**config.mk**
```make
export PLATFORM = sky130hd
export DESIGN_NAME = load_align
export DESIGN_NICKNAME = d
export VERILOG_FILES = /design/src/design/lsu_pkg.sv /design/src/design/mips_mem_isa_pkg.sv /design/src/design/load_align.sv
export SDC_FILE = /design/constraint.sdc
export NUM_CORES = 1
export LEC_CHECK = 0
export BUFFER_PORTS_ARGS = -buffer_cell sky130_fd_sc_hd__buf_2
export CORE_ASPECT_RATIO = 1.5
export CORE_MARGIN = 5
export CORE_UTILIZATION = 35
export DETAILED_ROUTE_END_ITERATION = 6
export PLACE_DENSITY = 0.78
export SYNTH_ARGS = -nofsm -noshare
export SYNTH_HDL_FRONTEND = slang
export SYNTH_SLANG_ARGS = --single-unit
```
**constraint.sdc**
```tcl
create_clock -name vclk -period 1.4
set_input_delay 0.07 -clock vclk [all_inputs]
set_output_delay 0.07 -clock vclk [all_outputs]
set_load 0.01 [all_outputs]
```
**src/design/lsu_pkg.sv**
```systemverilog
`default_nettype none

package lsu_pkg;

    localparam int BYTES_PER_WORD = 4;

    // byte offset inside a word
    localparam int OFFSET_BITS = 2;

    // data memory depth in words
    localparam int RAM_WORDS = 256;
    localparam int RAM_INDEX_BITS = 8;

    // one memory word, two ways to look at it
    // lane 0 is the least significant, little endian
    typedef union packed {
        logic [BYTES_PER_WORD-1:0][7:0] bytes;
        logic [1:0][15:0]               halves;
    } mem_word_t;

endpackage

`default_nettype wire

```
**src/design/mips_mem_isa_pkg.sv**
```systemverilog
`default_nettype none

package mips_mem_isa_pkg;

    // data path and address width
    localparam int WORD_BITS = 32;

    // cause register exccode field
    localparam int EXC_CODE_BITS = 5;

    localparam logic [EXC_CODE_BITS-1:0] EXC_NONE = 5'd0;
    // misaligned load
    localparam logic [EXC_CODE_BITS-1:0] EXC_ADEL = 5'd4;
    // misaligned store
    localparam logic [EXC_CODE_BITS-1:0] EXC_ADES = 5'd5;

    // memory access kinds
    typedef enum logic [3:0] {
        op_lb  = 4'd0,
        op_lbu = 4'd1,
        op_lh  = 4'd2,
        op_lhu = 4'd3,
        op_lw  = 4'd4,
        // unaligned word loads, merged with old rt
        op_lwl = 4'd5,
        op_lwr = 4'd6,
        op_sb  = 4'd7,
        op_sh  = 4'd8,
        op_sw  = 4'd9,
        // unaligned word stores, partial strobes
        op_swl = 4'd10,
        op_swr = 4'd11
    } mem_op_t;

endpackage

`default_nettype wire

```
**src/design/load_align.sv**
```systemverilog
`timescale 1ns/1ps
`default_nettype none

module load_align
    import mips_mem_isa_pkg::*, lsu_pkg::*;
(
    input  wire logic                       mem_valid,
    input  wire mem_op_t                    mem_kind,
    input  wire logic [OFFSET_BITS-1:0]     mem_offset,
    input  wire logic [WORD_BITS-1:0]       mem_rt_old,
    input  wire logic                       mem_error,
    input  wire logic [EXC_CODE_BITS-1:0]   mem_error_code,
    input  wire logic [WORD_BITS-1:0]       mem_rdata,

    output logic                            rsp_valid,
    output logic [WORD_BITS-1:0]            load_data,
    output logic                            addr_error,
    output logic [EXC_CODE_BITS-1:0]        error_code
);

    mem_word_t            word;
    logic [7:0]           sel_byte;
    logic [15:0]          sel_half;
    logic [4:0]           shl_amt;
    logic [4:0]           shr_amt;
    logic [WORD_BITS-1:0] lwl_merged;
    logic [WORD_BITS-1:0] lwr_merged;
    logic [WORD_BITS-1:0] extracted;

    assign word = mem_rdata;

    // byte lane k, halfword lane k/2
    assign sel_byte = word.bytes[mem_offset];
    assign sel_half = word.halves[mem_offset[1]];

    assign shl_amt = {~mem_offset, 3'b000};
    assign shr_amt = {mem_offset, 3'b000};

    // lwl keeps the low 3-k bytes of rt
    assign lwl_merged = (mem_rdata << shl_amt)
                      | (mem_rt_old & (32'h00ff_ffff >> shr_amt));

    // lwr keeps the high k bytes of rt
    assign lwr_merged = (mem_rdata >> shr_amt)
                      | (mem_rt_old & ~(32'hffff_ffff >> shr_amt));

    always_comb begin
        case (mem_kind)
            op_lb: begin
                extracted = {{24{sel_byte[7]}}, sel_byte};
            end
            op_lbu: begin
                extracted = {24'h0, sel_byte};
            end
            op_lh: begin
                extracted = {{16{sel_half[15]}}, sel_half};
            end
            op_lhu: begin
                extracted = {16'h0, sel_half};
            end
            op_lw: begin
                extracted = mem_rdata;
            end
            op_lwl: begin
                extracted = lwl_merged;
            end
            op_lwr: begin
                extracted = lwr_merged;
            end
            default: begin
                // stores return nothing useful
                extracted = '0;
            end
        endcase
    end

    assign rsp_valid  = mem_valid;
    assign addr_error = mem_valid & mem_error;

    // faulting loads return zero
    assign load_data  = mem_error ? '0 : extracted;
    assign error_code = addr_error ? mem_error_code : EXC_NONE;

endmodule

`default_nettype wire

```
# Yosys cells after proc, flatten, opt, wreduce, memory -nomap -nowiden
# Index checks and enable logic that the tools add are counted.
[op_classes]
magnitude_cmp = 2
n_eq_ne = 6
shifts = 4
n_mux = 7
bitwise = 7
n_reduce_logical = 1
[ops]
columns = ["op", "n"]
rows = [
  ["one-hot mux 32 bit (7 select lines)", 1],
  ["AND 32 bit", 2],
  ["bitwise OR 32 bit", 2],
  ["2-to-1 mux 16 bit", 2],
  ["2-to-1 mux 32 bit", 1],
  ["NOT 32 bit", 1],
  ["left shift 32 x 5 -> 32 bit", 1],
  [">> shifter 24 x 5 -> 32 bit (first input constant)", 1],
  [">> shifter 32 x 5 -> 32 bit", 1],
  [">> shifter 32 x 5 -> 32 bit (first input constant)", 1],
  ["binary-select mux 8 bit (select 2 bit)", 1],
  ["== test 4 x 3 -> 1 bit (second input constant)", 3],
  ["== test 4 x 2 -> 1 bit (second input constant)", 2],
  ["2-to-1 mux 8 bit", 1],
  ["2-to-1 mux 5 bit", 1],
  ["== test 4 x 1 -> 1 bit (second input constant)", 1],
  ["zero test 4 bit", 1],
  ["< comparator 2 x 3 -> 1 bit (second input constant)", 1],
  ["< comparator 1 x 2 -> 1 bit (second input constant)", 1],
  ["NOT 2 bit", 1],
  ["AND 1 bit", 1],
]
[totals]
register_bits = 0
input_bits = 77
output_inout_bits = 39
elab_cells = 27

# Depth between registers and ports, before layout
[logic_depth]
ltp_word = 6
ltp_mapped = 7

# Worst setup path before layout
# Ideal clock, no wire load.
[synth_path]
path_type = "in2out"
start = "input port mem_kind[3]"
end = "output port load_data[20]"
arrival_time_ps = 1427
required_ps = 1330
setup_slack_ps = -97
path_stages = 7
path_cell_list = "buf_6 -> or3_1 -> nor3_4 -> o21a_2 -> a211oi_4 -> buf_6 -> a21oi_1"
[synth_between]
elab_chain_len = 3
[synth_lines]
columns = ["element", "line", "text"]
rows = [
  ["start: declaration", "load_align.sv:8", "input wire mem_op_t mem_kind,"],
  ["== test 4 x 3 -> 1 bit, or another cell as far along", "load_align.sv:48", "case (mem_kind)"],
  ["one-hot mux 32 bit (7 select lines) *", "load_align.sv:48", ""],
  ["2-to-1 mux 32 bit *", "load_align.sv:81", "assign load_data = mem_error ? '0 : extracted;"],
  ["end: declaration", "load_align.sv:16", "output logic [WORD_BITS-1:0] load_data,"],
]
# Every way passes the cells marked *; elsewhere a longest branch is shown, timed or not.

# Worst setup path in the final report
[layout_path]
start = "input port mem_kind[1]"
end = "output port load_data[14]"
# Same word-level chain as after synthesis.

==> results.sh <==
export IMPL_fin_area_um2=3690
export IMPL_final_common_cell="buf_2"
export IMPL_violations="negative setup slack"
export IMPL_yosys_warnings=0
export IMPL_crit_slowest_cell="and4bb_4"
export IMPL_grt_pass1_wl_mm=14.1
export IMPL_dpl_cell_area_um2=2820
export IMPL_relSlewSlack_pct=73.1
export IMPL_crit_path_frequent_cell="a21oi_1"
export IMPL_yosysUniqueCellTypes=40
export IMPL_drtPass1Iterations=7
export IMPL_cts_hold_buffers=0
export IMPL_setup_viol=32
export IMPL_min_path_type="input pin to primary output"
export IMPL_slowest_delay_ns=0.40
export IMPL_fp_dieW_um=69.4
export IMPL_drive_gt1_share_pct=76.5
export IMPL_syn_nets=302
export IMPL_grt_pass1_vias=2959
export IMPL_p_total_w=0.00111
export IMPL_grt_overflow=0
export IMPL_hp_start="mem_valid"
export IMPL_antenna_left=0
export IMPL_startpoint_type="input pin"
export IMPL_wl_per_cell_um=22.6
export IMPL_critPathKind="input pin to primary output"
export IMPL_rsz0062_at_grt="true"
export IMPL_yosysSeqAreaShare_pct=0
export IMPL_diodes=0
export IMPL_fin_ws_ns=-0.161
export IMPL_synth_area_um2=1850
export IMPL_gp_congestion=0.920
export IMPL_grt_usage_pct=24.3
export IMPL_fmax_mhz=641
export IMPL_fill_cells=360
export IMPL_cellPowerDensity_nw_per_um2=302
export IMPL_path_cells="buf_8 -> buf_12 -> and4bb_4 -> buf_6 -> o21ai_1 -> a21oi_1 -> a21oi_1 -> a31oi_2 -> buf_2"
export IMPL_nFlopsAndLatches=0
export IMPL_max_slew_worst_pin_slew_ns=0.404
export IMPL_portBuffers=116
export IMPL_nets=466
export IMPL_crit_path_end_kind="primary output"
export IMPL_multiInputGateArea_um2=2190
export IMPL_grt_max_degree=33
export IMPL_drc_errors=0
export IMPL_nClkBuffers=0
export IMPL_vias_per_cell=6.53
export IMPL_drv_slew=0
export IMPL_pin_count=116
export IMPL_required_ns=1.33
export IMPL_area_delta_synth_final_pct=99.5
export IMPL_start_util_pct=36.1
export IMPL_cellLeakagePower_nw=1.55
export IMPL_peakVddDrop_mv=0.123
export IMPL_min_to="rsp_valid"
export IMPL_dr_total_vias=2969
export IMPL_hpwlAfterDp_mm=6.23
export IMPL_seqCellArea_um2=0
export IMPL_wl_mm=10.3
export IMPL_dieArea_um2=6870
export IMPL_min_period_ns=1.56
export IMPL_post_route_period_util_pct=112
export IMPL_core_area_um2=5120
export IMPL_status="finished with violations"
export IMPL_drtIter0Drc=300
export IMPL_rows=32
export IMPL_final_cell_mix="buf_2 (109), buf_4 (42), buf_6 (24)"
export IMPL_worstPathArrival_ns=1.49
export IMPL_cp_max_fo=8
export IMPL_min_path_cells=2
export IMPL_path_delay_family="buffers and inverters"
export IMPL_critPathBufInv=4
export IMPL_hold_viol_final=0
export IMPL_maxCapViolations=0
export IMPL_dieHeight_um=99.0
export IMPL_synth_avg_cell_area_um2=8.22
export IMPL_antenna_found_initial=0
export IMPL_synthCells=225
-- per-stage QoR --
| stage | hold slack, ns | setup WS [ns] | util [%] | setup TNS (ns) | cells |
|---|---|---|---|---|---|
| after floorplan | 0.232 | -0.0235 | - | -0.362 | 225 |
| after global placement | 0.388 | -0.348 | 55.0 | -7.81 | 429 |
| after detailed placement | 0.399 | -0.369 | 55.0 | -8.25 | 429 |
| after CTS | 0.399 | -0.156 | 63.5 | -3.20 | 446 |
| after global routing | 0.424 | -0.227 | 72.0 | -5.33 | 455 |
| final | 0.409 | -0.161 | 72.0 | -3.24 | 455 |
-- synthesized netlist by cell type (4+ instances only) --
| cell | instances | area (um^2) |
|---|---|---|
| mux4_2 | 16 | 360 |
| a21oi_1 | 36 | 180 |
| buf_2 | 7 | 35.0 |
| nand2_1 | 9 | 33.8 |
| a31oi_1 | 9 | 56.3 |
| clkbuf_1 | 11 | 41.3 |
| a222oi_1 | 16 | 160 |
| nand2b_1 | 7 | 43.8 |
| a221oi_1 | 13 | 114 |
| buf_4 | 5 | 37.5 |
| o21ai_0 | 9 | 45.0 |
| mux2_2 | 9 | 101 |
| mux2i_1 | 22 | 220 |
| nor2_1 | 13 | 48.8 |
| a211oi_1 | 8 | 60.1 |
| and3_1 | 6 | 37.5 |
| buf_6 | 4 | 45.0 |
-- final cells by class --
type	count	share of cell area, %
Inverter	2	0.339
Tap cell	68	2.31
Timing Repair Buffer	189	37.9
Multi-Input combinational cell	196	59.4
-- worst max path at each step --
stage | slack (ns) | start | endpoint | depth (start not counted)
global route | -0.23 | mem_kind[0] | load_data[23] | 7
finish | -0.16 | mem_kind[1] | load_data[14] | 9
detailed placement | -0.37 | mem_offset[0] | load_data[25] | 7
floorplan | -0.02 | mem_offset[1] | load_data[10] | 6
CTS | -0.16 | mem_kind[3] | load_data[17] | 8
global placement | -0.35 | mem_offset[0] | load_data[26] | 7
-- cell families (layout without fill, tap and decap cells) --
kind of cell	after synthesis	count (layout)	share of synthesized area, %
compound gates	97	98	36.5
simple gates	50	50	16.6
mux	48	48	37.7
buf+inv	30	191	9.20
-- layer usage --
metal / up-vias / track usage [%] / wire length [um]
met3: 50 / 3.88 / 914
met2: 245 / 46.2 / 5230
met1: 1396 / 27.3 / 3630
li1: 1278 / - / -
met5: - / 0 / 0
met4: 0 / 7.52 / 510
-- report_power, final --
| group | total (W) | internal [W] | switching (W) |
|---|---|---|---|
| Clock | 0 | 0 | 0 |
| Sequential | 0 | 0 | 0 |
| Combinational | 0.00111 | 0.000574 | 0.000540 |
-- what timing repair did --
| action | CTS | global route |
|---|---|---|
| cloned | 2 | 1 |
| setup buffers | 15 | 9 |
| endpoints found under the setup margin | 32 | 32 |
| gates resized for setup | 63 | 84 |
| pin swaps | 19 | 32 |
(Power assumes the default switching activity.)
