File: config.mk
export PLATFORM = sky130hd
export DESIGN_NAME = mem_access_issue
export DESIGN_NICKNAME = d
export VERILOG_FILES = /design/src/design/lsu_pkg.sv /design/src/design/mips_mem_isa_pkg.sv /design/src/design/mem_access_issue.sv
export SDC_FILE = /design/constraint.sdc
export NUM_CORES = 1
export LEC_CHECK = 0
export ABC_CLOCK_PERIOD_IN_PS = 2900
export BUFFER_PORTS_ARGS = -buffer_cell sky130_fd_sc_hd__clkbuf_2
export CELL_PAD_IN_SITES_DETAIL_PLACEMENT = 0
export CELL_PAD_IN_SITES_GLOBAL_PLACEMENT = 1
export CORE_MARGIN = 4
export CORE_UTILIZATION = 26
export DETAILED_ROUTE_END_ITERATION = 10
export PLACE_DENSITY = 0.95
export RECOVER_POWER = 25
export SLEW_MARGIN = 20
export SYNTH_ARGS = -nofsm -noshare
export SYNTH_HDL_FRONTEND = slang
export SYNTH_SLANG_ARGS = --single-unit
File: constraint.sdc
create_clock -name vclk -period 2.9
set_clock_uncertainty 0.05 [all_clocks]
set_input_delay 0.29 -clock vclk [all_inputs]
set_output_delay 0.29 -clock vclk [all_outputs]
set_load 0.01 [all_outputs]
File: src/design/lsu_pkg.sv
`default_nettype none

package lsu_pkg;

    localparam int BYTES_PER_WORD = 4;

    // byte offset inside a word
    localparam int OFFSET_BITS = 2;

    // data memory depth in words
    localparam int RAM_WORDS = 256;
    localparam int RAM_INDEX_BITS = 8;

    // one memory word, two ways to look at it
    // lane 0 is the least significant, little endian
    typedef union packed {
        logic [BYTES_PER_WORD-1:0][7:0] bytes;
        logic [1:0][15:0]               halves;
    } mem_word_t;

endpackage

`default_nettype wire

File: src/design/mips_mem_isa_pkg.sv
`default_nettype none

package mips_mem_isa_pkg;

    // data path and address width
    localparam int WORD_BITS = 32;

    // cause register exccode field
    localparam int EXC_CODE_BITS = 5;

    localparam logic [EXC_CODE_BITS-1:0] EXC_NONE = 5'd0;
    // misaligned load
    localparam logic [EXC_CODE_BITS-1:0] EXC_ADEL = 5'd4;
    // misaligned store
    localparam logic [EXC_CODE_BITS-1:0] EXC_ADES = 5'd5;

    // memory access kinds
    typedef enum logic [3:0] {
        op_lb  = 4'd0,
        op_lbu = 4'd1,
        op_lh  = 4'd2,
        op_lhu = 4'd3,
        op_lw  = 4'd4,
        // unaligned word loads, merged with old rt
        op_lwl = 4'd5,
        op_lwr = 4'd6,
        op_sb  = 4'd7,
        op_sh  = 4'd8,
        op_sw  = 4'd9,
        // unaligned word stores, partial strobes
        op_swl = 4'd10,
        op_swr = 4'd11
    } mem_op_t;

endpackage

`default_nettype wire

File: src/design/mem_access_issue.sv
`timescale 1ns/1ps
`default_nettype none

module mem_access_issue
    import mips_mem_isa_pkg::*, lsu_pkg::*;
(
    input  wire logic                       op_valid,
    input  wire mem_op_t                    op_kind,
    input  wire logic [WORD_BITS-1:0]       addr,
    input  wire logic [WORD_BITS-1:0]       store_data,
    input  wire logic [WORD_BITS-1:0]       rt_old,

    output logic                            issue_valid,
    output mem_op_t                         issue_kind,
    output logic [OFFSET_BITS-1:0]          issue_offset,
    output logic [RAM_INDEX_BITS-1:0]       issue_index,
    output logic [BYTES_PER_WORD-1:0]       byte_wen,
    output logic [WORD_BITS-1:0]            wdata,
    output logic [WORD_BITS-1:0]            issue_rt_old,
    output logic                            issue_error,
    output logic [EXC_CODE_BITS-1:0]        issue_error_code
);

    logic                      is_store;
    logic                      misaligned;
    logic [BYTES_PER_WORD-1:0] wen_raw;
    logic [4:0]                shl_amt;
    logic [4:0]                shr_amt;

    assign issue_valid  = op_valid;
    assign issue_kind   = op_kind;
    assign issue_rt_old = rt_old;

    // upper address bits fall outside the memory
    assign issue_offset = addr[OFFSET_BITS-1:0];
    assign issue_index  = addr[OFFSET_BITS +: RAM_INDEX_BITS];

    // 8*k and 8*(3-k)
    assign shl_amt = {issue_offset, 3'b000};
    assign shr_amt = {~issue_offset, 3'b000};

    always_comb begin
        is_store   = 1'b0;
        misaligned = 1'b0;
        wen_raw    = '0;
        wdata      = store_data;
        case (op_kind)
            op_lw: begin
                misaligned = (issue_offset != '0);
            end
            op_lh, op_lhu: begin
                misaligned = issue_offset[0];
            end
            op_sb: begin
                is_store = 1'b1;
                wen_raw  = 4'b0001 << issue_offset;
                wdata    = {4{store_data[7:0]}};
            end
            op_sh: begin
                is_store   = 1'b1;
                misaligned = issue_offset[0];
                wen_raw    = 4'b0011 << issue_offset;
                wdata      = {2{store_data[15:0]}};
            end
            op_sw: begin
                is_store   = 1'b1;
                misaligned = (issue_offset != '0);
                wen_raw    = 4'b1111;
            end
            op_swl: begin
                // high bytes of rt land in bytes 0..k
                is_store = 1'b1;
                wen_raw  = 4'b1111 >> (2'd3 - issue_offset);
                wdata    = store_data >> shr_amt;
            end
            op_swr: begin
                // low bytes of rt land in bytes k..3
                is_store = 1'b1;
                wen_raw  = 4'b1111 << issue_offset;
                wdata    = store_data << shl_amt;
            end
            default: begin
                // byte loads and lwl/lwr never fault
                misaligned = 1'b0;
            end
        endcase
    end

    assign issue_error = op_valid & misaligned;

    // a faulting store must not touch memory
    assign byte_wen = (op_valid && !misaligned) ? wen_raw : '0;

    always_comb begin
        if (!misaligned) begin
            issue_error_code = EXC_NONE;
        end else if (is_store) begin
            issue_error_code = EXC_ADES;
        end else begin
            issue_error_code = EXC_ADEL;
        end
    end

endmodule

`default_nettype wire

Word-level counts from Yosys, hierarchy flattened --
Index checks and enable logic that the tools add are counted. W data, S select, Z words.
Cells by class: mux-type cells 7, equal/unequal tests 8, shift operators 6, bitwise operators 2, add/sub/neg operators 1, reductions and logical operators 6
Operators with widths (number):
- $pmux W32 S4 | 1
- $shl A32 B5 Y32 | 1
- $shr A32 B5 Y32 | 1
- $pmux W4 S5 | 1
- $eq A4 B4 Y1 const B | 4
- $eq A4 B2 Y1 const B | 2
- $eq A4 B3 Y1 const B | 2
- $reduce_or A5 Y1 | 1
- $mux W4 | 1
- $shl A1 B2 Y4 const A | 1
- $shl A2 B2 Y4 const A | 1
- $shl A4 B2 Y4 const A | 1
- $shr A4 B2 Y4 const A | 1
- $mux W3 | 1
- $reduce_or A3 Y1 | 1
- $mux W1 | 2
- $not A2 Y2 | 1
- $pmux W1 S2 | 1
- $reduce_bool A2 Y1 | 1
- $reduce_or A2 Y1 | 1
- $sub A2 B2 Y2 const A | 1
- $and A1 B1 Y1 | 1
- $logic_and A1 B1 Y1 | 1
- $logic_not A1 Y1 | 1
Word-level totals: bits of input ports 101, output and inout bits 89, bits in registers 0, word-level logic and storage cells 30

Logic depth before layout (Yosys ltp) --
Gate-level depths: netlist of run 1.
depth after elaboration 6, depth in mapped cells 7, gate-level depth less buffers 4

Least setup slack after synthesis of run 1 --
No wires, ideal clock.
path type input -> output, from input port addr[0], to output port wdata[31], stages 6, required time 2.560 ns, arrival 1.448 ns, path buffers 2, slack 1.112 ns, cell sequence buf_2 buf_2 mux2_2 nand2_1 o21ai_0 a221o_1
On the way: cells in the longest elaborated chain, start to end 3, elaborated cells between the ends (all ways) 4, classes of those cells shift (2); mux (1); bitwise (1)
Ends and longest elaborated chain:
- from (decl) | line mem_access_issue.sv:9 | input wire logic [WORD_BITS-1:0] addr,
- $not A2 Y2 | line mem_access_issue.sv:40 | assign shr_amt = {~issue_offset, 3'b000};
- $shr A32 B5 Y32 | line mem_access_issue.sv:74 | wdata = store_data >> shr_amt;
- $pmux W32 S4 * | line mem_access_issue.sv:47 | case (op_kind)
- to (decl) | line mem_access_issue.sv:18 | output logic [WORD_BITS-1:0] wdata,
Every way passes the cells marked *; elsewhere a longest branch is shown, timed or not.

Worst setup path in the final report of run 1 --
from input port op_kind[3], to output port wdata[8]
On the way: cells in the longest elaborated chain, start to end 2, elaborated cells between the ends (all ways) 5, classes of those cells eq/ne (4); mux (1)
Ends and longest elaborated chain:
- from (decl) | line mem_access_issue.sv:8 | input wire mem_op_t op_kind,
- $eq A4 B4 Y1 / $eq A4 B3 Y1 (equally long branches) | line mem_access_issue.sv:47
- $pmux W32 S4 * | line mem_access_issue.sv:47
Marked as above.

==> impl_table.tex, run 1 <==
\begin{tabular}{lr}
\hline
Metric & Value \\
\hline
\multicolumn{2}{l}{\textbf{Run status}} \\
\quad Status & completed \\
\multicolumn{2}{l}{\textbf{Power and ir drop}} \\
\quad VDD IR max & 0.0576 mV \\
\quad Leak Pwr & 0.954 nW \\
\quad Pwr Density & 174 mW/mm2 \\
\multicolumn{2}{l}{\textbf{Timing}} \\
\quad Hold Vio Cnt, Final & 0 \\
\quad Number of pins with negative max-slew slack in the final report & 0 \\
\quad Setup TNS after final layout & 0 ns \\
\quad Setup repair after global routing missed its margin & false \\
\quad Smallest setup slack after layout & 0.490 ns \\
\quad Count of endpoints failing setup in the final report & 0 \\
\quad Relative slew slack & 51.6\% \\
\quad Clock period minus final worst setup slack & 2.41 ns \\
\quad Max Freq & 0.415 GHz \\
\quad Worst slew pin tran & 0.726 ns \\
\quad Final worst-path cycle share & 83.1\% \\
\multicolumn{2}{l}{\textbf{Floorplan}} \\
\quad Count of standard-cell rows & 31 \\
\quad Horiz. Die Dim & 95.0 um \\
\quad Initial core utilization & 27.0\% \\
\quad I/O pin count & 190 \\
\quad Core area & 0.00729 mm2 \\
\quad Full die area & 0.00902 mm2 \\
\quad Chip height & 95.0 um \\
\multicolumn{2}{l}{\textbf{Final layout}} \\
\quad Final standard cell count with taps included and fillers excluded & 399 \\
\quad Count of fill cells added during filler insertion & 830 \\
\quad Area overhead of the layout relative to synthesis & 7.45\% \\
\quad Layout sequential cell count & 0 \\
\quad Antenna fix cells & 0 \\
\quad Most common cell after layout, fill and taps aside & clkbuf\_2 \\
\quad Register area & 0 um2 \\
\quad Fraction of layout cells with a size suffix above 1 & 42.7\% \\
\quad Total of clock buffers placed in the layout & 0 \\
\quad Post-layout net count & 403 \\
\quad Most used cells in the layout excluding fill and tap cells & clkbuf\_2 (85), a22o\_1 (28), a21oi\_1 (23) \\
\multicolumn{2}{l}{\textbf{Placement}} \\
\quad Number of I/O port buffers & 85 \\
\quad Last weighted congestion value of the routability-driven placer & 0.807 \\
\quad Final HPWL from detailed placement & 5.09 mm \\
\quad Placed Instances & 399 \\
\quad Placement-stage worst setup slack & 0.185 ns \\
\multicolumn{2}{l}{\textbf{Global route}} \\
\quad Pin count of the biggest net entering global routing & 42 \\
\quad Via count of the first global-routing pass & 2158 \\
\quad Antenna violations before repair & 0 \\
\quad Tot GR Track Use & 14.7\% \\
\quad Wire length of the first global-routing pass & 10.9 mm \\
\quad Gr ovfl total & 0 \\
\multicolumn{2}{l}{\textbf{Logic synthesis}} \\
\quad Area leader, netlist & buf\_4 \\
\quad Post-Syn Area per Cell & 7.20 um2 \\
\quad Most area-consuming cells after synthesis & buf\_4 (21\%), a22o\_1 (12\%), mux2\_2 (9.2\%) \\
\quad Summed instance area of the synthesized netlist & 0.00197 mm2 \\
\quad Portion of synthesized cell area occupied by the leading cell type & 21.0\% \\
\quad Yosys warnings & 0 \\
\quad Gate count of the mapped netlist & 273 \\
\quad Share of synthesized area occupied by flip-flops and latches & 0\% \\
\quad Number of library cell types mapped by synthesis & 46 \\
\multicolumn{2}{l}{\textbf{Route}} \\
\quad WL per Instance & 17.2 um \\
\quad Iteration-0 DRC count of the detailed router & 209 \\
\quad Vias after detailed routing & 2201 \\
\quad Routed Wire Length & 6.87 mm \\
\quad Pre-antenna DRT Iters & 6 \\
\quad Count of antenna-violating nets left after detailed routing & 0 \\
\quad Residual DRC & 0 \\
\quad Average vias per placed instance & 5.52 \\
\multicolumn{2}{l}{\textbf{Critical path}} \\
\quad Biggest cell delay along the critical path & 0.60 ns \\
\quad Most frequent cell on the critical path & clkbuf\_2 \\
\quad Startpoint types & input port \\
\quad Standard cell with the maximum stage delay on the critical path & nor3b\_2 \\
\quad Chain of cells forming the critical path & clkbuf\_2 -> nor3b\_2 -> or2\_1 -> a31oi\_1 -> clkbuf\_2 \\
\quad Endpoint required time on the critical path & 2.56 ns \\
\quad Crit path kind & in -> out \\
\quad Critical-path maximum fanout & 14 \\
\quad Worst endpoint data arrival time & 2.07 ns \\
\quad Critical path capture point type & output pin \\
\multicolumn{2}{l}{\textbf{Clock network}} \\
\quad Post-cts repair resize count & 0 \\
\quad Buffers inserted during post-CTS setup optimization & 0 \\
\quad Hold\_buf cts & 0 \\
\multicolumn{2}{l}{\textbf{Worst hold path}} \\
\quad Hold crit path type & in -> out \\
\multicolumn{2}{l}{\textbf{Job}} \\
\quad Max-cap violation count & 0 \\
\hline
\end{tabular}
==> report_power, final <==
| group | switching (W) | internal (W) |
|---|---|---|
| combinational | 0.000209 | 0.000160 |
| clock | 0 | 0 |
| sequential | 0 | 0 |
| total | 0.000209 | 0.000160 |
==> worst max-delay path: cells and delay by family <==
family	cells	cell delay, ns
AND/OR/NAND/NOR	2	1.15
buffers and inverters	2	0.43
AO/OA/AOI/OAI	1	0.19
==> cell usage after synthesis (all sizes together) (2+ instances only) <==
cell    number
nand2b       3
o21ai        7
or2          2
inv          8
o32ai        5
nor2b        7
xor2         2
buf         72
a21oi       24
nand2       13
a222oi       5
clkbuf       3
mux2        16
mux2i        8
a221o       11
a22o        28
nor2        14
a31oi        9
o21a         2
nor3        14
==> final cells by class <==
type	count	area (um2)	area share (%)
repair buffers	100	538	25.5
multi-input cells	192	1420	67.2
inverters	8	30.0	1.42
well taps	99	124	5.86
==> metal layers <==
layer  up-vias  global-route usage, %  wire length (um)
li1       1041                      -                 -
met2       105                   25.4              3330
met3         9                  0.876               431
met1      1046                   20.4              3050
met5         -                      0                 0
met4         0                   1.80                51
==> kinds of logic (layout without fill, tap and decap cells) <==
group                     Yosys count  in the layout  share of synthesized area (%)
AOI/OAI and AO/OA                 100            100                           38.6
xor gates and xnor gates            2              2                          0.891
buffers and inverters              83            108                           28.3
muxes                              24             24                           13.2
other                               1              3                          0.191
and+or+nand+nor                    63             63                           18.7
==> path summary, 6_finish.rpt <==
kind	end	slack [ns]	startpoint	depth (start not counted)
max	wdata[8]	0.49	op_kind[3]	5
min	issue_rt_old[3]	0.53	rt_old[3]	0
==> metrics by stage <==
stage | power, W | hold WS (ns) | area [um2] | util (%)
2_1_floorplan | 0.000298 | 0.622 | 1970 | -
3_3_place_gp | 0.000362 | 0.530 | 2110 | 28.9
3_5_place_dp | 0.000367 | 0.530 | 2110 | 28.9
4_1_cts | 0.000368 | 0.530 | 2110 | 28.9
5_1_grt | 0.000405 | 0.530 | 2110 | 29.0
6_report | 0.000369 | 0.530 | 2110 | 29.0
Note: power is estimated with default switching activity, not from simulation.
==> run 2, diff against run 1 <==
Settings changed: ABC_CLOCK_PERIOD_IN_PS 2900 to 2500, CORE_UTILIZATION 26 to 24, PLACE_DENSITY 0.95 to 0.93.
Clock period 2.9 ns to 2.5 ns, I/O delays scaled along.
==> run 2 against run 1 <==
- sequential share of layout area is the same
- utilization shrank 1.8 points
- first-iteration DRC count grew 29%
- global-route usage shrank 0.76 points
- wire length grew 6.9%
- setup slack lost 0.18 ns
- critical endpoint is now wdata[28]
- largest cell class unchanged
==> impl_table.tex, run 2 (synthesis gave the netlist of run 1 again) <==
\begin{tabular}{lr}
\hline
Metric & Value \\
\hline
\multicolumn{2}{l}{\textbf{Run status}} \\
\quad Status & completed (unchanged) \\
\multicolumn{2}{l}{\textbf{Final layout}} \\
\quad Final standard cell count with taps included and fillers excluded & 403 (was 399) \\
\quad Antenna fix cells & 0 (unchanged) \\
\quad Layout sequential cell count & 0 (unchanged) \\
\quad Register area & 0 um2 (unchanged) \\
\quad Post-layout net count & 404 (was 403) \\
\quad Final core utilization & 27.2\% (was 29.0\%) \\
\quad Fraction of layout cells with a size suffix above 1 & 42.5\% (was 42.7\%) \\
\quad Most common cell after layout, fill and taps aside & clkbuf\_2 (unchanged) \\
\quad Area overhead of the layout relative to synthesis & 8.47\% (was 7.45\%) \\
\quad Total of clock buffers placed in the layout & 0 (unchanged) \\
\quad Most used cells in the layout excluding fill and tap cells & clkbuf\_2 (85), a22o\_1 (28), a21oi\_1 (24) (was clkbuf\_2 (85), a22o\_1 (28), a21oi\_1 (23)) \\
\multicolumn{2}{l}{\textbf{Timing}} \\
\quad Setup TNS after final layout & 0 ns (unchanged) \\
\quad Number of pins with negative max-slew slack in the final report & 0 (unchanged) \\
\quad Max Freq & 0.456 GHz \\
\quad Relative slew slack & 44.1\% (was 51.6\%) \\
\quad Clock period minus final worst setup slack & 2.19 ns \\
\quad Worst slew pin tran & 0.835 ns (was 0.726 ns) \\
\quad Smallest setup slack after layout & 0.306 ns (was 0.490 ns) \\
\quad Final worst-path cycle share & 87.8\% \\
\quad Setup repair after global routing missed its margin & false (unchanged) \\
\quad Hold Vio Cnt, Final & 0 (unchanged) \\
\quad Count of endpoints failing setup in the final report & 0 (unchanged) \\
\multicolumn{2}{l}{\textbf{Floorplan}} \\
\quad I/O pin count & 190 (unchanged) \\
\quad Full die area & 0.00970 mm2 (was 0.00902 mm2) \\
\quad Count of standard-cell rows & 32 (was 31) \\
\quad Initial core utilization & 25.0\% (was 27.0\%) \\
\quad Core area & 0.00785 mm2 (was 0.00729 mm2) \\
\quad Chip height & 98.5 um (was 95.0 um) \\
\quad Horiz. Die Dim & 98.5 um (was 95.0 um) \\
\multicolumn{2}{l}{\textbf{Route}} \\
\quad Count of antenna-violating nets left after detailed routing & 0 (unchanged) \\
\quad Iteration-0 DRC count of the detailed router & 269 (was 209) \\
\quad Average vias per placed instance & 5.62 (was 5.52) \\
\quad Residual DRC & 0 (unchanged) \\
\quad Vias after detailed routing & 2264 (was 2201) \\
\quad Pre-antenna DRT Iters & 7 (was 6) \\
\quad Routed Wire Length & 7.35 mm (was 6.87 mm) \\
\quad WL per Instance & 18.2 um (was 17.2 um) \\
\multicolumn{2}{l}{\textbf{Power and ir drop}} \\
\quad Pwr Density & 205 mW/mm2 (was 174 mW/mm2) \\
\quad Power consumption & 0.000438 W (was 0.000369 W) \\
\quad VDD IR max & 0.0677 mV (was 0.0576 mV) \\
\quad Leak Pwr & 0.962 nW (was 0.954 nW) \\
\multicolumn{2}{l}{\textbf{Critical path}} \\
\quad Worst endpoint data arrival time & 1.89 ns (was 2.07 ns) \\
\quad Startpoint types & input port (unchanged) \\
\quad Endpoint required time on the critical path & 2.20 ns (was 2.56 ns) \\
\quad Critical-path maximum fanout & 14 (unchanged) \\
\quad Crit path kind & in -> out (unchanged) \\
\quad Critical path capture point type & output pin (unchanged) \\
\multicolumn{2}{l}{\textbf{Clock network}} \\
\quad Post-cts repair resize count & 0 (unchanged) \\
\quad Hold\_buf cts & 0 (unchanged) \\
\quad Buffers inserted during post-CTS setup optimization & 0 (unchanged) \\
\multicolumn{2}{l}{\textbf{Global route}} \\
\quad Gr ovfl total & 0 (unchanged) \\
\quad Antenna violations before repair & 0 (unchanged) \\
\quad Pin count of the biggest net entering global routing & 34 (was 42) \\
\quad Tot GR Track Use & 13.9\% (was 14.7\%) \\
\quad Wire length of the first global-routing pass & 11.4 mm (was 10.9 mm) \\
\quad Via count of the first global-routing pass & 2151 (was 2158) \\
\multicolumn{2}{l}{\textbf{Worst hold path}} \\
\quad Hold crit path type & in -> out (unchanged) \\
\quad Hold Path Stages & 0 (unchanged) \\
\multicolumn{2}{l}{\textbf{Placement}} \\
\quad Placement-stage worst setup slack & 0.327 ns (was 0.185 ns) \\
\quad Placed Instances & 403 (was 399) \\
\quad Final HPWL from detailed placement & 5.42 mm (was 5.09 mm) \\
\quad Last weighted congestion value of the routability-driven placer & 0.884 (was 0.807) \\
\quad Number of I/O port buffers & 85 (unchanged) \\
\multicolumn{2}{l}{\textbf{Job}} \\
\quad Max-cap violation count & 0 (unchanged) \\
\hline
\end{tabular}
run 2: cell types whose count changed in the layout (fill, tap and decap cells not counted):
cell,previous run,this run
a21oi_2,1,0
a21oi_1,23,24
buf_12,0,1
run 2: cell type report:
class	instances	area, um2
fillers	880	5720
inverters	8	30.0
multi-input cells	192	1420
well taps	102	128
repair buffers	101	558
run 2: per-stage QoR:
stage | hold slack (ns) | cell area, um2
3_5_place_dp | 0.450 | 2130
3_3_place_gp | 0.450 | 2130
2_1_floorplan | 0.542 | 1970
5_1_grt | 0.450 | 2130
6_report | 0.450 | 2130
4_1_cts | 0.450 | 2130
run 2: final timing paths:
path,endpoint,startpoint
worst min-delay path,issue_index[5],addr[7]
worst max-delay path,wdata[28],op_kind[2]
run 2: where the power goes:
| group | total [W] | internal [W] | switching (W) |
|---|---|---|---|
| clock network | 0 | 0 | 0 |
| logic | 0.000438 | 0.000189 | 0.000248 |
| registers | 0 | 0 | 0 |
| total | 0.000438 | 0.000189 | 0.000248 |
run 2: routing by layer:
layer	vias up	wire, um	track usage, %
met2	126	3370	22.8
met3	14	584	1.27
li1	1052	-	-
met4	0	118	2.84
met5	-	0	0
met1	1072	3280	19.8
run 2: critical path, cell delays in order:
cell and delay [ns]:
clkbuf_2 0.21, nand2b_2 0.31, nor2_1 0.68, a221o_1 0.30, clkbuf_2 0.14
==> run 3, diff against run 2 <==
Settings changed: CORE_MARGIN 4 to 5, MAX_ROUTING_LAYER set to met4.
==> run 3 against run 2 <==
- via count grew 1.7%
- final cell count is 0.74% higher
- critical path depth rose by 1
- hold slack unchanged
- wire length down 1.5%
- first-iteration DRC count fell by 33%
- design area up 0.18%
- combinational power about the same
- largest power group unchanged
==> impl_table.tex, run 3 (synthesis gave the netlist of run 1 again) <==
\begin{tabular}{lr}
\hline
Metric & Value \\
\hline
\multicolumn{2}{l}{\textbf{Run status}} \\
\quad Status & completed (unchanged) \\
\multicolumn{2}{l}{\textbf{Power and ir drop}} \\
\quad Power consumption & 0.000436 W (was 0.000438 W) \\
\quad Internal cell power & 0.000189 W (about the same) \\
\quad VDD IR max & 0.0743 mV (was 0.0677 mV) \\
\quad Sequential power share & 0\% (about the same) \\
\quad Part of the power in combinational logic & 100.0\% (about the same) \\
\quad Leak Pwr & 0.962 nW (about the same) \\
\quad Power spent charging and discharging nets & 0.000247 W (was 0.000248 W) \\
\quad Clock network power share & 0\% (about the same) \\
\quad Switching share of power & 56.7\% (about the same) \\
\quad Pwr Density & 204 mW/mm2 (was 205 mW/mm2) \\
\multicolumn{2}{l}{\textbf{Global route}} \\
\quad Wire length of the first global-routing pass & 11.2 mm (was 11.4 mm) \\
\quad Gr ovfl total & 0 (unchanged) \\
\quad Antenna violations before repair & 0 (unchanged) \\
\quad Via count of the first global-routing pass & 2178 (was 2151) \\
\quad Tot GR Track Use & 13.6\% (was 13.9\%) \\
\quad Pin count of the biggest net entering global routing & 26 (was 34) \\
\multicolumn{2}{l}{\textbf{Critical path}} \\
\quad Critical-path maximum fanout & 14 (unchanged) \\
\quad Critical path capture point type & output pin (unchanged) \\
\quad Most frequent cell on the critical path & clkbuf\_2 (unchanged) \\
\quad Worst endpoint data arrival time & 1.96 ns (was 1.89 ns) \\
\quad Chain of cells forming the critical path & clkbuf\_2 -> nand2b\_2 -> a21boi\_2 -> or2\_1 -> a31oi\_1 -> clkbuf\_2 (was clkbuf\_2 -> nand2b\_2 -> nor2\_1 -> a221o\_1 -> clkbuf\_2) \\
\quad Startpoint types & input port (unchanged) \\
\quad Crit path kind & in -> out (unchanged) \\
\quad Biggest cell delay along the critical path & 0.49 ns (was 0.68 ns) \\
\quad Standard cell with the maximum stage delay on the critical path & or2\_1 (was nor2\_1) \\
\quad Endpoint required time on the critical path & 2.20 ns (about the same) \\
\multicolumn{2}{l}{\textbf{Route}} \\
\quad Vias after detailed routing & 2303 (was 2264) \\
\quad Residual DRC & 0 (unchanged) \\
\quad Pre-antenna DRT Iters & 5 (was 7) \\
\quad Average vias per placed instance & 5.67 (was 5.62) \\
\quad Iteration-0 DRC count of the detailed router & 180 (was 269) \\
\quad WL per Instance & 17.8 um (was 18.2 um) \\
\quad Routed Wire Length & 7.24 mm (was 7.35 mm) \\
\quad Count of antenna-violating nets left after detailed routing & 0 (unchanged) \\
\multicolumn{2}{l}{\textbf{Floorplan}} \\
\quad Full die area & 0.0101 mm2 (was 0.00970 mm2) \\
\quad Horiz. Die Dim & 101 um (was 98.5 um) \\
\quad Count of standard-cell rows & 33 (was 32) \\
\quad I/O pin count & 190 (unchanged) \\
\quad Core area & 0.00809 mm2 (was 0.00785 mm2) \\
\quad Chip height & 101 um (was 98.5 um) \\
\quad Initial core utilization & 24.3\% (was 25.0\%) \\
\multicolumn{2}{l}{\textbf{Final layout}} \\
\quad Total of clock buffers placed in the layout & 0 (unchanged) \\
\quad Combined area of the multi-input logic cells & 0.00142 mm2 (unchanged) \\
\quad Register area & 0 um2 (unchanged) \\
\quad Post-layout net count & 404 (unchanged) \\
\quad Most used cells in the layout excluding fill and tap cells & clkbuf\_2 (85), a22o\_1 (28), a21oi\_1 (24) (unchanged) \\
\quad Most common cell after layout, fill and taps aside & clkbuf\_2 (unchanged) \\
\quad Final core utilization & 26.4\% (was 27.2\%) \\
\quad Final standard cell count with taps included and fillers excluded & 406 (was 403) \\
\quad Area overhead of the layout relative to synthesis & 8.66\% (was 8.47\%) \\
\quad Fraction of layout cells with a size suffix above 1 & 42.5\% (unchanged) \\
\quad Antenna fix cells & 0 (unchanged) \\
\quad Count of fill cells added during filler insertion & 933 (was 880) \\
\quad Layout sequential cell count & 0 (unchanged) \\
\multicolumn{2}{l}{\textbf{Timing}} \\
\quad Worst slew pin tran & 0.857 ns (was 0.835 ns) \\
\quad Hold Vio Cnt, Final & 0 (unchanged) \\
\quad Relative slew slack & 42.7\% (was 44.1\%) \\
\quad Setup TNS after final layout & 0 ns (unchanged) \\
\quad Smallest setup slack after layout & 0.241 ns (was 0.306 ns) \\
\quad Max Freq & 0.443 GHz (was 0.456 GHz) \\
\quad Clock period minus final worst setup slack & 2.26 ns (was 2.19 ns) \\
\quad Count of endpoints failing setup in the final report & 0 (unchanged) \\
\quad Setup repair after global routing missed its margin & false (unchanged) \\
\quad Number of pins with negative max-slew slack in the final report & 0 (unchanged) \\
\quad Final worst-path cycle share & 90.4\% (was 87.8\%) \\
\multicolumn{2}{l}{\textbf{Job}} \\
\quad Max-cap violation count & 0 (unchanged) \\
\multicolumn{2}{l}{\textbf{Worst hold path}} \\
\quad Hold crit path type & in -> out (unchanged) \\
\quad Hold Startpoint & addr[8] (was addr[7]) \\
\quad Hold Path Stages & 0 (unchanged) \\
\quad Hold worst-path end & issue\_index[6] (was issue\_index[5]) \\
\multicolumn{2}{l}{\textbf{Placement}} \\
\quad Placement-stage worst setup slack & 0.207 ns (was 0.327 ns) \\
\quad Final HPWL from detailed placement & 5.57 mm (was 5.42 mm) \\
\quad Number of I/O port buffers & 85 (unchanged) \\
\quad Placed Instances & 406 (was 403) \\
\quad Last weighted congestion value of the routability-driven placer & 0.823 (was 0.884) \\
\multicolumn{2}{l}{\textbf{Clock network}} \\
\quad Post-cts repair resize count & 0 (unchanged) \\
\quad Buffers inserted during post-CTS setup optimization & 0 (unchanged) \\
\quad Hold\_buf cts & 0 (unchanged) \\
\hline
\end{tabular}
## run 3: cell counts in the layout (fill, tap and decap cells not counted)
No cell type changed its count.
## run 3: power groups by stage
stage | sequential (W) | clock, W | combinational [W]
floorplan | 0 | 0 | 0.000346
global placement | 0 | 0 | 0.000427
detailed placement | 0 | 0 | 0.000434
CTS | 0 | 0 | 0.000436
global route | 0 | 0 | 0.000473
finish | 0 | 0 | 0.000436
## run 3: worst max path at each step
stage | startpoint | endpoint | slack [ns] | cells after the start
floorplan | addr[0] | wdata[31] | 0.79 | 6
global placement | op_kind[2] | wdata[15] | 0.26 | 6
detailed placement | op_kind[2] | wdata[15] | 0.21 | 6
CTS | op_kind[2] | wdata[15] | 0.21 | 6
global route | op_kind[2] | wdata[10] | 0.1 | 6
finish | op_kind[2] | wdata[8] | 0.24 | 6
## run 3: worst max-delay path: cells and delay by family
| kind | cells | cell delay [ns] |
|---|---|---|
| compound gates | 2 | 0.52 |
| buf+inv | 2 | 0.39 |
| simple gates | 2 | 0.80 |
## run 3: layout make-up
class                           instances  share of cell area [%]
Tap cell                              105                    6.15
Multi-Input combinational cell        192                    66.3
Inverter                                8                    1.41
Timing Repair Buffer                  101                    26.1
## run 3: per-layer routing
layer / track usage, % / routed length [um]
met5: - / 0
met4: 2.80 / 144
met3: 1.25 / 781
met2: 23.6 / 3570
met1: 17.3 / 2740
## run 3: per-stage QoR
| stage | area, um2 | hold slack, ns |
|---|---|---|
| after global placement | 2140 | 0.450 |
| after detailed placement | 2140 | 0.450 |
| after floorplan | 1970 | 0.542 |
| final | 2140 | 0.450 |
| after global routing | 2140 | 0.450 |
| after CTS | 2140 | 0.450 |
